==> src/rtl/trap_defs.svh <==
// limits are word addresses in 16-bit spaces, opcodes are the 7-bit major field
// mstatus only knows two values here, checks on and inside the handler
`ifndef TRAP_DEFS_SVH
`define TRAP_DEFS_SVH

`define MAX_ROM_ADDR     16'h01fc  // last legal pc
`define MAX_RAM_ADDR     16'h001f  // last legal data word

`define CSR_MSTATUS      12'h300
`define CSR_MTVEC        12'h305
`define CSR_MEPC         12'h341
`define CSR_MCAUSE       12'h342

// legal major opcodes
`define OP_LOAD          7'd3
`define OP_IMM           7'd19
`define OP_STORE         7'd35
`define OP_REG           7'd51
`define OP_BRANCH        7'd99
`define OP_JAL           7'd111
`define OP_SYSTEM        7'd115

// funct3 of the supported csr ops
`define F3_CSRRW         3'b001
`define F3_CSRRWI        3'b101

// whole-word system encodings
`define INSTR_ECALL      32'h00000073
`define INSTR_EBREAK     32'h00100073
`define INSTR_URET       32'h00200073

`define CAUSE_TYPE_EXC   1'b0  // interrupts never raised
`define CAUSE_PC_RANGE   7'd0
`define CAUSE_ILLEGAL    7'd2
`define CAUSE_BREAK      7'd3
`define CAUSE_DATA_RANGE 7'd4
`define CAUSE_ECALL      7'd11

`define MSTATUS_CHECK    8'h01  // checks enabled
`define MSTATUS_HANDLER  8'h10  // in handler, checks off

`endif

==> src/rtl/trap_pkg.sv <==
// shared types of the trap subsystem
// exc_info_t is {type, cause[6:0], mstatus[7:0], pc[15:0]}
package trap_pkg;

    // raw instruction or csr data
    typedef logic [31:0] word_t;

    // pc and data addresses are 16-bit word addresses
    typedef logic [15:0] addr_t;

    // csr number as found in instr[31:20]
    typedef logic [11:0] csr_addr_t;

    // mcause payload, no interrupt bit here
    typedef logic [6:0]  cause_t;

    // only low byte of mstatus is kept
    typedef logic [7:0]  status_t;

    // packed trap report
    //   [31]    cause type, 0 = exception
    //   [30:24] cause
    //   [23:16] mstatus after entry
    //   [15:0]  faulting pc
    typedef logic [31:0] exc_info_t;

    // handler residence tracked by the controller
    typedef enum logic {
        run,        // normal flow, checks follow mstatus
        in_handler  // trap taken, waiting for uret
    } ctrl_state_t;

endpackage

==> src/rtl/csr_bus_if.sv <==
// csr access and trap commands from controller to register file
// enter, leave and wr_en are one-cycle strobes, at most one high per cycle
interface csr_bus_if
    import trap_pkg::*;
();
    logic      wr_en;        // software write strobe
    csr_addr_t wr_addr;
    word_t     wr_data;
    csr_addr_t rd_addr;      // async read port
    word_t     rd_data;
    logic      enter;        // trap entry strobe
    cause_t    enter_cause;
    addr_t     enter_epc;
    logic      leave;        // uret strobe
    status_t   mstatus;      // live register values
    addr_t     mtvec;
    addr_t     mepc;

    modport ctrl (
        output wr_en, wr_addr, wr_data, rd_addr,
        output enter, enter_cause, enter_epc, leave,
        input  rd_data, mstatus, mtvec, mepc
    );

    modport regs (
        input  wr_en, wr_addr, wr_data, rd_addr,
        input  enter, enter_cause, enter_epc, leave,
        output rd_data, mstatus, mtvec, mepc
    );
endinterface

==> src/rtl/except_checker.sv <==
// purely combinational, checks only while mstatus is the checks-on value
// range checks are unsigned, so negative addresses count as too large
`include "trap_defs.svh"

module except_checker
    import trap_pkg::*;
(
    input  word_t     instr,
    input  addr_t     pc,
    input  addr_t     data_addr,
    input  status_t   mstatus,
    output logic      exc,       // level, valid in the same cycle
    output exc_info_t exc_info   // zero when no exception
);

    logic [6:0] opcode;
    logic       legal_op;   // one of the seven known majors
    logic       mem_op;     // load or store
    logic       checks_on;
    logic       hit;
    cause_t     cause;

    assign opcode = instr[6:0];

    assign legal_op = (opcode == `OP_LOAD)   ||
                      (opcode == `OP_IMM)    ||
                      (opcode == `OP_STORE)  ||
                      (opcode == `OP_REG)    ||
                      (opcode == `OP_BRANCH) ||
                      (opcode == `OP_JAL)    ||
                      (opcode == `OP_SYSTEM);

    assign mem_op    = (opcode == `OP_LOAD) || (opcode == `OP_STORE);
    assign checks_on = (mstatus == `MSTATUS_CHECK);

    // rules in rising priority, a later match overwrites the cause
    always_comb begin
        hit   = 1'b0;
        cause = `CAUSE_PC_RANGE;

        if (checks_on) begin
            // unknown major opcode
            if (!legal_op) begin
                hit   = 1'b1;
                cause = `CAUSE_ILLEGAL;
            end

            // load/store outside data space
            if (mem_op && (data_addr > `MAX_RAM_ADDR)) begin
                hit   = 1'b1;
                cause = `CAUSE_DATA_RANGE;
            end

            // fetch outside program space
            if (pc > `MAX_ROM_ADDR) begin
                hit   = 1'b1;
                cause = `CAUSE_PC_RANGE;
            end

            if (instr == `INSTR_ECALL) begin
                hit   = 1'b1;
                cause = `CAUSE_ECALL;
            end

            // ebreak beats everything
            if (instr == `INSTR_EBREAK) begin
                hit   = 1'b1;
                cause = `CAUSE_BREAK;
            end
        end
    end

    assign exc = hit;

    // mstatus field carries the value after trap entry
    assign exc_info = hit ? {`CAUSE_TYPE_EXC, cause, `MSTATUS_HANDLER, pc} : '0;

endmodule

==> src/rtl/csr_file.sv <==
// four machine csrs, unknown addresses read zero and drop writes
// enter, leave and wr_en are assumed exclusive, enter wins if not
`include "trap_defs.svh"

module csr_file
    import trap_pkg::*;
(
    input logic      clk,
    input logic      rst_n,
    csr_bus_if.regs  bus
);

    status_t mstatus;
    addr_t   mtvec;   // handler base
    addr_t   mepc;    // return pc
    cause_t  mcause;

    always_ff @(posedge clk) begin
        if (!rst_n) begin
            mstatus <= `MSTATUS_CHECK;  // checks on out of reset
            mtvec   <= '0;
            mepc    <= '0;
            mcause  <= '0;
        end else if (bus.enter) begin
            // trap entry, save context and mask checks
            mepc    <= bus.enter_epc;
            mcause  <= bus.enter_cause;
            mstatus <= `MSTATUS_HANDLER;
        end else if (bus.leave) begin
            mstatus <= `MSTATUS_CHECK;  // uret re-arms checks
        end else if (bus.wr_en) begin
            // software write, truncated to field width
            case (bus.wr_addr)
                `CSR_MSTATUS: mstatus <= bus.wr_data[7:0];
                `CSR_MTVEC:   mtvec   <= bus.wr_data[15:0];
                `CSR_MEPC:    mepc    <= bus.wr_data[15:0];
                `CSR_MCAUSE:  mcause  <= bus.wr_data[6:0];
                default: ;  // unsupported csr, write dropped
            endcase
        end
    end

    // async read, zero extended to a word
    always_comb begin
        case (bus.rd_addr)
            `CSR_MSTATUS: bus.rd_data = {24'd0, mstatus};
            `CSR_MTVEC:   bus.rd_data = {16'd0, mtvec};
            `CSR_MEPC:    bus.rd_data = {16'd0, mepc};
            `CSR_MCAUSE:  bus.rd_data = {25'd0, mcause};
            default:      bus.rd_data = '0;
        endcase
    end

    // live values for checker and redirect
    assign bus.mstatus = mstatus;
    assign bus.mtvec   = mtvec;
    assign bus.mepc    = mepc;

endmodule

==> src/rtl/trap_ctrl.sv <==
// all results registered, one cycle after the sampling edge
// exceptions beat csr ops and uret, csrrw always returns the old value
`include "trap_defs.svh"

module trap_ctrl
    import trap_pkg::*;
(
    input  logic      clk,
    input  logic      rst_n,
    input  logic      instr_valid,
    input  word_t     instr,
    input  word_t     rs1_data,
    input  logic      exc,
    input  exc_info_t exc_info,
    csr_bus_if.ctrl   bus,
    output logic      trap,            // pulse
    output exc_info_t trap_info,
    output logic      redirect_valid,  // pulse
    output addr_t     redirect_pc,
    output logic      rd_we,           // pulse
    output word_t     rd_data
);

    logic        is_system;
    logic [2:0]  funct3;
    csr_addr_t   csr_addr;
    logic        is_uret;
    logic        is_csrrw;
    logic        is_csrrwi;
    logic        do_trap;   // strobes to csr_file, mutually exclusive
    logic        do_leave;
    logic        do_write;
    word_t       wr_val;
    ctrl_state_t state;
    ctrl_state_t state_nxt;

    assign is_system = (instr[6:0] == `OP_SYSTEM);
    assign funct3    = instr[14:12];
    assign csr_addr  = instr[31:20];
    assign is_uret   = (instr == `INSTR_URET);
    assign is_csrrw  = is_system && (funct3 == `F3_CSRRW);
    assign is_csrrwi = is_system && (funct3 == `F3_CSRRWI);

    assign do_trap  = instr_valid && exc;
    assign do_leave = instr_valid && !exc && is_uret;
    assign do_write = instr_valid && !exc && (is_csrrw || is_csrrwi);

    // csrrwi takes the rs1 field as zero-extended immediate
    assign wr_val = is_csrrwi ? {27'd0, instr[19:15]} : rs1_data;

    assign bus.enter       = do_trap;
    assign bus.enter_cause = exc_info[30:24];
    assign bus.enter_epc   = exc_info[15:0];
    assign bus.leave       = do_leave;
    assign bus.wr_en       = do_write;
    assign bus.wr_addr     = csr_addr;
    assign bus.wr_data     = wr_val;
    assign bus.rd_addr     = csr_addr;  // old value read before the edge

    // follows mstatus, software may enter or leave handler mode too
    always_comb begin
        state_nxt = state;
        if (do_trap)
            state_nxt = in_handler;
        else if (do_leave)
            state_nxt = run;
        else if (do_write && (csr_addr == `CSR_MSTATUS))
            state_nxt = (wr_val[7:0] == `MSTATUS_HANDLER) ? in_handler : run;
    end

    always_ff @(posedge clk) begin
        if (!rst_n) begin
            state          <= run;
            trap           <= 1'b0;
            redirect_valid <= 1'b0;
            rd_we          <= 1'b0;
        end else begin
            state          <= state_nxt;
            trap           <= do_trap;
            redirect_valid <= do_trap || do_leave;  // trap and uret both jump
            rd_we          <= do_write;
        end
    end

    // payloads only meaningful with their pulse
    always_ff @(posedge clk) begin
        if (do_trap)
            trap_info <= exc_info;
        if (do_trap)
            redirect_pc <= bus.mtvec;  // handler entry
        else if (do_leave)
            redirect_pc <= bus.mepc;   // back to saved pc
        if (do_write)
            rd_data <= bus.rd_data;
    end

endmodule

==> src/rtl/trap_unit.sv <==
// trap and csr subsystem, one instruction per cycle, no back-pressure
// outputs are pulses one cycle after instr_valid was sampled
module trap_unit
    import trap_pkg::*;
(
    input  logic      clk,
    input  logic      rst_n,
    input  logic      instr_valid,     // decode-stage strobe
    input  word_t     instr,
    input  addr_t     pc,
    input  addr_t     data_addr,       // only used by loads/stores
    input  word_t     rs1_data,
    output logic      trap,
    output exc_info_t trap_info,
    output logic      redirect_valid,
    output addr_t     redirect_pc,
    output logic      rd_we,
    output word_t     rd_data
);

    logic      exc;
    exc_info_t exc_info;

    csr_bus_if csr_bus ();

    // exception detection, gated by live mstatus
    except_checker i_except_checker (
        .instr     (instr),
        .pc        (pc),
        .data_addr (data_addr),
        .mstatus   (csr_bus.mstatus),
        .exc       (exc),
        .exc_info  (exc_info)
    );

    csr_file i_csr_file (
        .clk   (clk),
        .rst_n (rst_n),
        .bus   (csr_bus.regs)
    );

    trap_ctrl i_trap_ctrl (
        .clk            (clk),
        .rst_n          (rst_n),
        .instr_valid    (instr_valid),
        .instr          (instr),
        .rs1_data       (rs1_data),
        .exc            (exc),
        .exc_info       (exc_info),
        .bus            (csr_bus.ctrl),
        .trap           (trap),
        .trap_info      (trap_info),
        .redirect_valid (redirect_valid),
        .redirect_pc    (redirect_pc),
        .rd_we          (rd_we),
        .rd_data        (rd_data)
    );

endmodule

==> config.mk <==
export PLATFORM = sky130hd
export DESIGN_NAME = trap_unit
export DESIGN_NICKNAME = d
export VERILOG_FILES = /design/src/rtl/trap_pkg.sv /design/src/rtl/csr_bus_if.sv /design/src/rtl/except_checker.sv /design/src/rtl/csr_file.sv /design/src/rtl/trap_ctrl.sv /design/src/rtl/trap_unit.sv
export VERILOG_INCLUDE_DIRS = /design/src /design/src/rtl
export SDC_FILE = /design/constraint.sdc
export NUM_CORES = 1
export LEC_CHECK = 0
export BUFFER_PORTS_ARGS = -buffer_cell sky130_fd_sc_hd__buf_4
export CAP_MARGIN = 20
export CELL_PAD_IN_SITES_DETAIL_PLACEMENT = 0
export CELL_PAD_IN_SITES_GLOBAL_PLACEMENT = 2
export CORE_UTILIZATION = 35
export CTS_BUF_LIST = sky130_fd_sc_hd__clkbuf_8
export CTS_CLUSTER_SIZE = 10
export DETAILED_ROUTE_END_ITERATION = 8
export PLACE_DENSITY = 0.87
export SKIP_LAST_GASP = 1
export SYNTH_ARGS = -nofsm -noshare
export SYNTH_HDL_FRONTEND = slang
export SYNTH_HIERARCHICAL = 1
export SYNTH_SLANG_ARGS = --single-unit
==> constraint.sdc <==
create_clock -name clk -period 4.1 [get_ports clk]
set_clock_uncertainty 0.05 [all_clocks]
set_input_delay 0.205 -clock clk [delete_from_list [all_inputs] [get_ports clk]]
set_output_delay 0.205 -clock clk [all_outputs]
set_load 0.05 [all_outputs]
# ---- After elaboration in Yosys (flattened, before gate mapping)
# Cells that the tools add are included.
dict set report classes {
  reduce_logical 29
  magnitude_cmp 2
  eq_ne 18
  bitwise_logic 3
  muxes 29
}
# op count
set op_table {}
lappend op_table {{2-to-1 mux 16 bit} 7}
lappend op_table {{one-hot mux 16 bit (4 select lines)} 1}
lappend op_table {{== test 12 x 10 -> 1 bit, second input constant} 4}
lappend op_table {{2-to-1 mux 7 bit} 5}
lappend op_table {{== test 32 x 21 -> 1 bit, second input constant} 1}
lappend op_table {{== test 32 x 22 -> 1 bit, second input constant} 1}
lappend op_table {{== test 32 x 7 -> 1 bit, second input constant} 1}
lappend op_table {{2-to-1 mux 31 bit} 1}
lappend op_table {{== test 7 bit, second input constant} 3}
lappend op_table {{2-to-1 mux 5 bit} 4}
lappend op_table {{> comparator 16 x 5 -> 1 bit, second input constant} 1}
lappend op_table {{> comparator 16 x 9 -> 1 bit, second input constant} 1}
lappend op_table {{== test 7 x 6 -> 1 bit, second input constant} 2}
lappend op_table {{logical OR 1 bit} 9}
lappend op_table {{== test 8 x 1 -> 1 bit, second input constant} 1}
lappend op_table {{2-to-1 mux 4 bit} 2}
lappend op_table {{nonzero test 2 bit} 4}
lappend op_table {{== test 7 x 2 -> 1 bit, second input constant} 1}
lappend op_table {{== test 7 x 5 -> 1 bit, second input constant} 1}
lappend op_table {{logical AND 1 bit} 7}
lappend op_table {{2-to-1 mux 1 bit} 6}
lappend op_table {{2-to-1 mux 3 bit} 2}
lappend op_table {{AND reduction 3 bit} 2}
lappend op_table {{nonzero test 3 bit} 2}
lappend op_table {{other kinds (9)} 12}
dict set report totals {
  out_inout_bits 83
  input_bits 99
  register_bits 130
  wordCells 92
}

# ---- Logic depth before layout (Yosys ltp)
dict set report depth {
  ltp_word 19
  depth_mapped 14
  mapped_depth_nobuf 10
}

# ---- By module
# The synthesis kept the hierarchy.
# module seq_area_each_um2 area_per_inst_um2 n_inst cells_per_inst
set modules_own_cells {}
lappend modules_own_cells {trap_ctrl 2462.4 3452.1 1 206}
lappend modules_own_cells {csr_file 940.9 2607.5 1 266}
lappend modules_own_cells {except_checker 0.0 515.5 1 81}

# ---- Least setup slack after synthesis
# OpenSTA, ideal clock, no wires.
dict set report synth_path {
  kind {input -> register}
  start {in instr[21]}
  end {reg i_csr_file.mepc[0], in the netlist i_csr_file/bus.mepc[0]}
  cell_stages 14
  t_required_ps 3928
  t_arrival_ps 3522
  setup_time_ps 122
  setup_slack_ps 406
  path_buffers 4
  path_cell_list {nor4_1 and4_4 a211oi_2 buf_4 a21boi_2 nand2_1 buf_2 inv_1 inv_1 nand2_1 and4b_1 buf_4 buf_6 a221o_1}
}
dict set report synth_via {
  elab_cells_between_ends 18
  cone_classes {eq/ne: 5; mux: 5; reduce/logical: 8}
}
# element line
set synth_rtl {}
lappend synth_rtl {{start, declared} trap_unit.sv:9} ;# input word_t instr,
lappend synth_rtl {{== test 32 x 7 -> 1 bit (no line)} n/a}
lappend synth_rtl {{2-to-1 mux 1 bit} except_checker.sv:60} ;# if (instr == `INSTR_ECALL) begin
lappend synth_rtl {{2-to-1 mux 1 bit *} except_checker.sv:66} ;# if (instr == `INSTR_EBREAK) begin
lappend synth_rtl {{2-to-1 mux 1 bit *} except_checker.sv:41} ;# if (checks_on) begin
lappend synth_rtl {{named net exc} trap_unit.sv:21} ;# logic exc;
lappend synth_rtl {{logical AND 1 bit *} trap_ctrl.sv:44} ;# assign do_trap = instr_valid && exc;
lappend synth_rtl {{named net csr_bus.enter} csr_bus_if.sv:11} ;# logic enter;
lappend synth_rtl {{inequality test 2 x 1 -> 1 bit (no line) / nonzero test 2 bit (equally long branches)} n/a}
lappend synth_rtl {{AND reduction 3 bit (no line)} n/a}
lappend synth_rtl {{end signal, assigned} csr_file.sv:26} ;# mepc <= bus.enter_epc;
lappend synth_rtl {{end signal, assigned} csr_file.sv:36} ;# `CSR_MEPC: mepc <= bus.wr_data[15:0];
lappend synth_rtl {{end, declared} csr_file.sv:15} ;# addr_t mepc;
# Mark *: on every way through the listed nets, which the timed path passes. The rest lies on a longest branch.
# A chain may end at the register's enable or synchronous reset.

# ---- Worst setup path after layout
dict set report layout_path {
  start {reg i_csr_file.mstatus[3], in the netlist i_csr_file/bus.mstatus[3]}
  end {reg i_csr_file.mtvec[3], in the netlist i_csr_file/bus.mtvec[3]}
}
dict set report layout_via {
  elab_cells_between_ends 10
  cone_classes {eq/ne: 1; mux: 1; bitwise: 2; reduce/logical: 6}
}
# element line
set layout_rtl {}
lappend layout_rtl {{start, declared} csr_file.sv:13} ;# status_t mstatus;
lappend layout_rtl {{start signal, assigned} csr_file.sv:20} ;# mstatus <= `MSTATUS_CHECK;
lappend layout_rtl {{start signal, assigned} csr_file.sv:28} ;# mstatus <= `MSTATUS_HANDLER;
lappend layout_rtl {{start signal, assigned} csr_file.sv:30} ;# mstatus <= `MSTATUS_CHECK;
lappend layout_rtl {{== test 8 x 1 -> 1 bit (no line)} n/a}
lappend layout_rtl {{2-to-1 mux 1 bit} except_checker.sv:41}
lappend layout_rtl {{named net exc} trap_unit.sv:21}
lappend layout_rtl {{logical AND 1 bit} trap_ctrl.sv:44}
lappend layout_rtl {{named net csr_bus.enter} csr_bus_if.sv:11}
lappend layout_rtl {{inverter 1 bit (no line)} n/a}
lappend layout_rtl {{AND reduction 4 bit (no line)} n/a}
lappend layout_rtl {{end signal, assigned} csr_file.sv:35} ;# `CSR_MTVEC: mtvec <= bus.wr_data[15:0];
lappend layout_rtl {{end, declared} csr_file.sv:14} ;# addr_t mtvec;
# The timed path passes the listed nets, and every way through them passes these cells.

==> metrics <==
core area 18000 µm²; Hold Crit Class in -> reg; H-tree depth 4; initial antenna violation count 0; Final GP Congestion between 0.8 and 0.9; syn avg cell area 12.1 µm²; Finished Cell Area just under 8000 µm²; Starting Density 0.359; number of global-route vias before repair 4601; Slew Limit Fails 0; CTS tree yes; total clock sinks 130; wire per inst 18.6 µm; final setup violation count 0; DR vias/cell between 5 and 6; CTS buffer count 17; ANT cells 0; cell count after synthesis about 540; commonest non-fill, non-tap cells in the layout 167 x buf_4, 80 x edfxtp_1, 50 x dfxtp_1; Starting DRT DRC Count between 200 and 300; Pre-antenna DRT Iters 4; leak pwr around 3.2 nW; Area Overhead vs Synth 19.5%; Max clock buf depth 2; RSZ-0062 raised after global routing false; Final HPWL DP 11900 µm; most used cell, CP buf_4; Hold WS 0.0344 ns; # Post-CTS Setup Buffers 0; fmax around 310 MHz; clk_lat worst skew roughly 0.43 ns; pwr/cell area 408 nW/µm²; CP max FO 57; final WL 16500 µm; total track usage 0.176; most common cell after layout, fill and taps aside buf_4; Bufs and invs on worst path 3; Core Rows a little under 50; root buf cell clkbuf_8; first-pass GRT wire length about 26000 µm; CP Launch Type register; layout cells sized above 1 0.377; Port Buf Inserts between 150 and 200; nets@finish 744; Die Wd about 140 µm; Worst R2R Path Depth 11; chip height 138 µm; kind of critical path reg -> reg; slowest stage delay, CP a little over 0.5 ns; Worst-path clk slew ~0.080 ns; required time worst endpoint ~4.4 ns; crit share post-route 0.781; DRC viols 0; largest net degree at the start of global routing between 50 and 60; Remaining Overflow, GRT 0; CP arrival around 3.5 ns; Final ANT Viol Nets 0; hold depth 2; fin crit period roughly 3.2 ns; max-cap violations 0; relative slew slack 0.395; status completed; via count roughly 4500; Peak VDD IR about 210 µV; Post-Syn Area ~6500 µm²; cell chain of the critical path nor4_1 > and4b_1 > buf_4 > a21boi_2 > nand2_1 > inv_2 > buf_4 > nor3b_1 > nand4_4 > mux2i_1 > nor2b_1; CP endpoint kind register; io pins about 180; instance area at placement 7340 µm²; CP max stage cell buf_4; synth warn 6; Hold Vio Cnt, Final 0; Sum Neg Setup Slack 0 ns; Worst path top cell family by delay simple AND/OR/NAND/NOR gates; worst-margin pin slew 0.907 ns; critical path depth in cells 11; fillers ~1700; Die Area approximately 19000 µm²
-- final timing paths --
kind | slack (ns) | startpoint | endpoint
worst min register to register | 0.43 | i_csr_file/mcause[3]$_SDFFE_PN0P_ | i_csr_file/mcause[3]$_SDFFE_PN0P_
worst max-delay path | 0.90 | i_csr_file/bus.mstatus[3]$_SDFFE_PP0P_ | i_csr_file/bus.mtvec[3]$_SDFFE_PN0P_
worst min-delay path | 0.03 | pc[12] | i_trap_ctrl/trap_info[12]$_DFFE_PP_
worst max register to register | 0.90 | i_csr_file/bus.mstatus[3]$_SDFFE_PP0P_ | i_csr_file/bus.mtvec[3]$_SDFFE_PN0P_
-- layer usage --
layer	vias to the layer above	track usage	routed length [µm]
li1	2149	-	-
met1	2111	0.225	7180
met2	167	0.279	7880
met3	26	0.0481	1050
met4	0	0.0729	345
met5	-	0	0
-- metrics by stage --
step                      setup WS [ns]  cells  total power, mW  utilization
after floorplan                   0.406    562             1.96            -
after global placement            0.841    854             2.10        0.407
after detailed placement          0.785    854             2.11        0.407
after CTS                         0.887    887             3.19        0.429
after global routing              0.642    887             3.29        0.429
final                             0.897    887             3.16        0.429
-- sequential cells by signal, summed over array words and instances (netlist names), 7 cells and up --
name                     count
i_csr_file/bus.mstatus       8
i_trap_ctrl/trap_info       32
i_csr_file/bus.mepc         16
i_trap_ctrl/redirect_pc     16
i_csr_file/bus.mtvec        16
i_trap_ctrl/rd_data         32
i_csr_file/mcause            7
-- where the power goes --
part	switching, mW	internal, mW	total [mW]
Combinational	0.379	0.190	0.569
Clock	0.533	0.545	1.08
Sequential	0.0337	1.48	1.51
Total	0.946	2.21	3.16
-- cell type report --
type                    instances  area, µm²  area share
well taps                     229        287      0.0370
clock buffers                  17        234      0.0302
inverters                       2       7.51    0.000970
clock inverters                15        156      0.0202
multi-input cells             326       2380       0.308
repair buffers                168       1260       0.163
flip-flops and latches        130       3400       0.440
-- timing repair --
item                                   4_1_cts  5_1_grt
gates resized for setup                      0        0
endpoints found under the hold margin        2        0
setup endpoints to repair                    0        0
hold buffers                                 1        0
No activity file was read; power rests on OpenSTA's default activity.
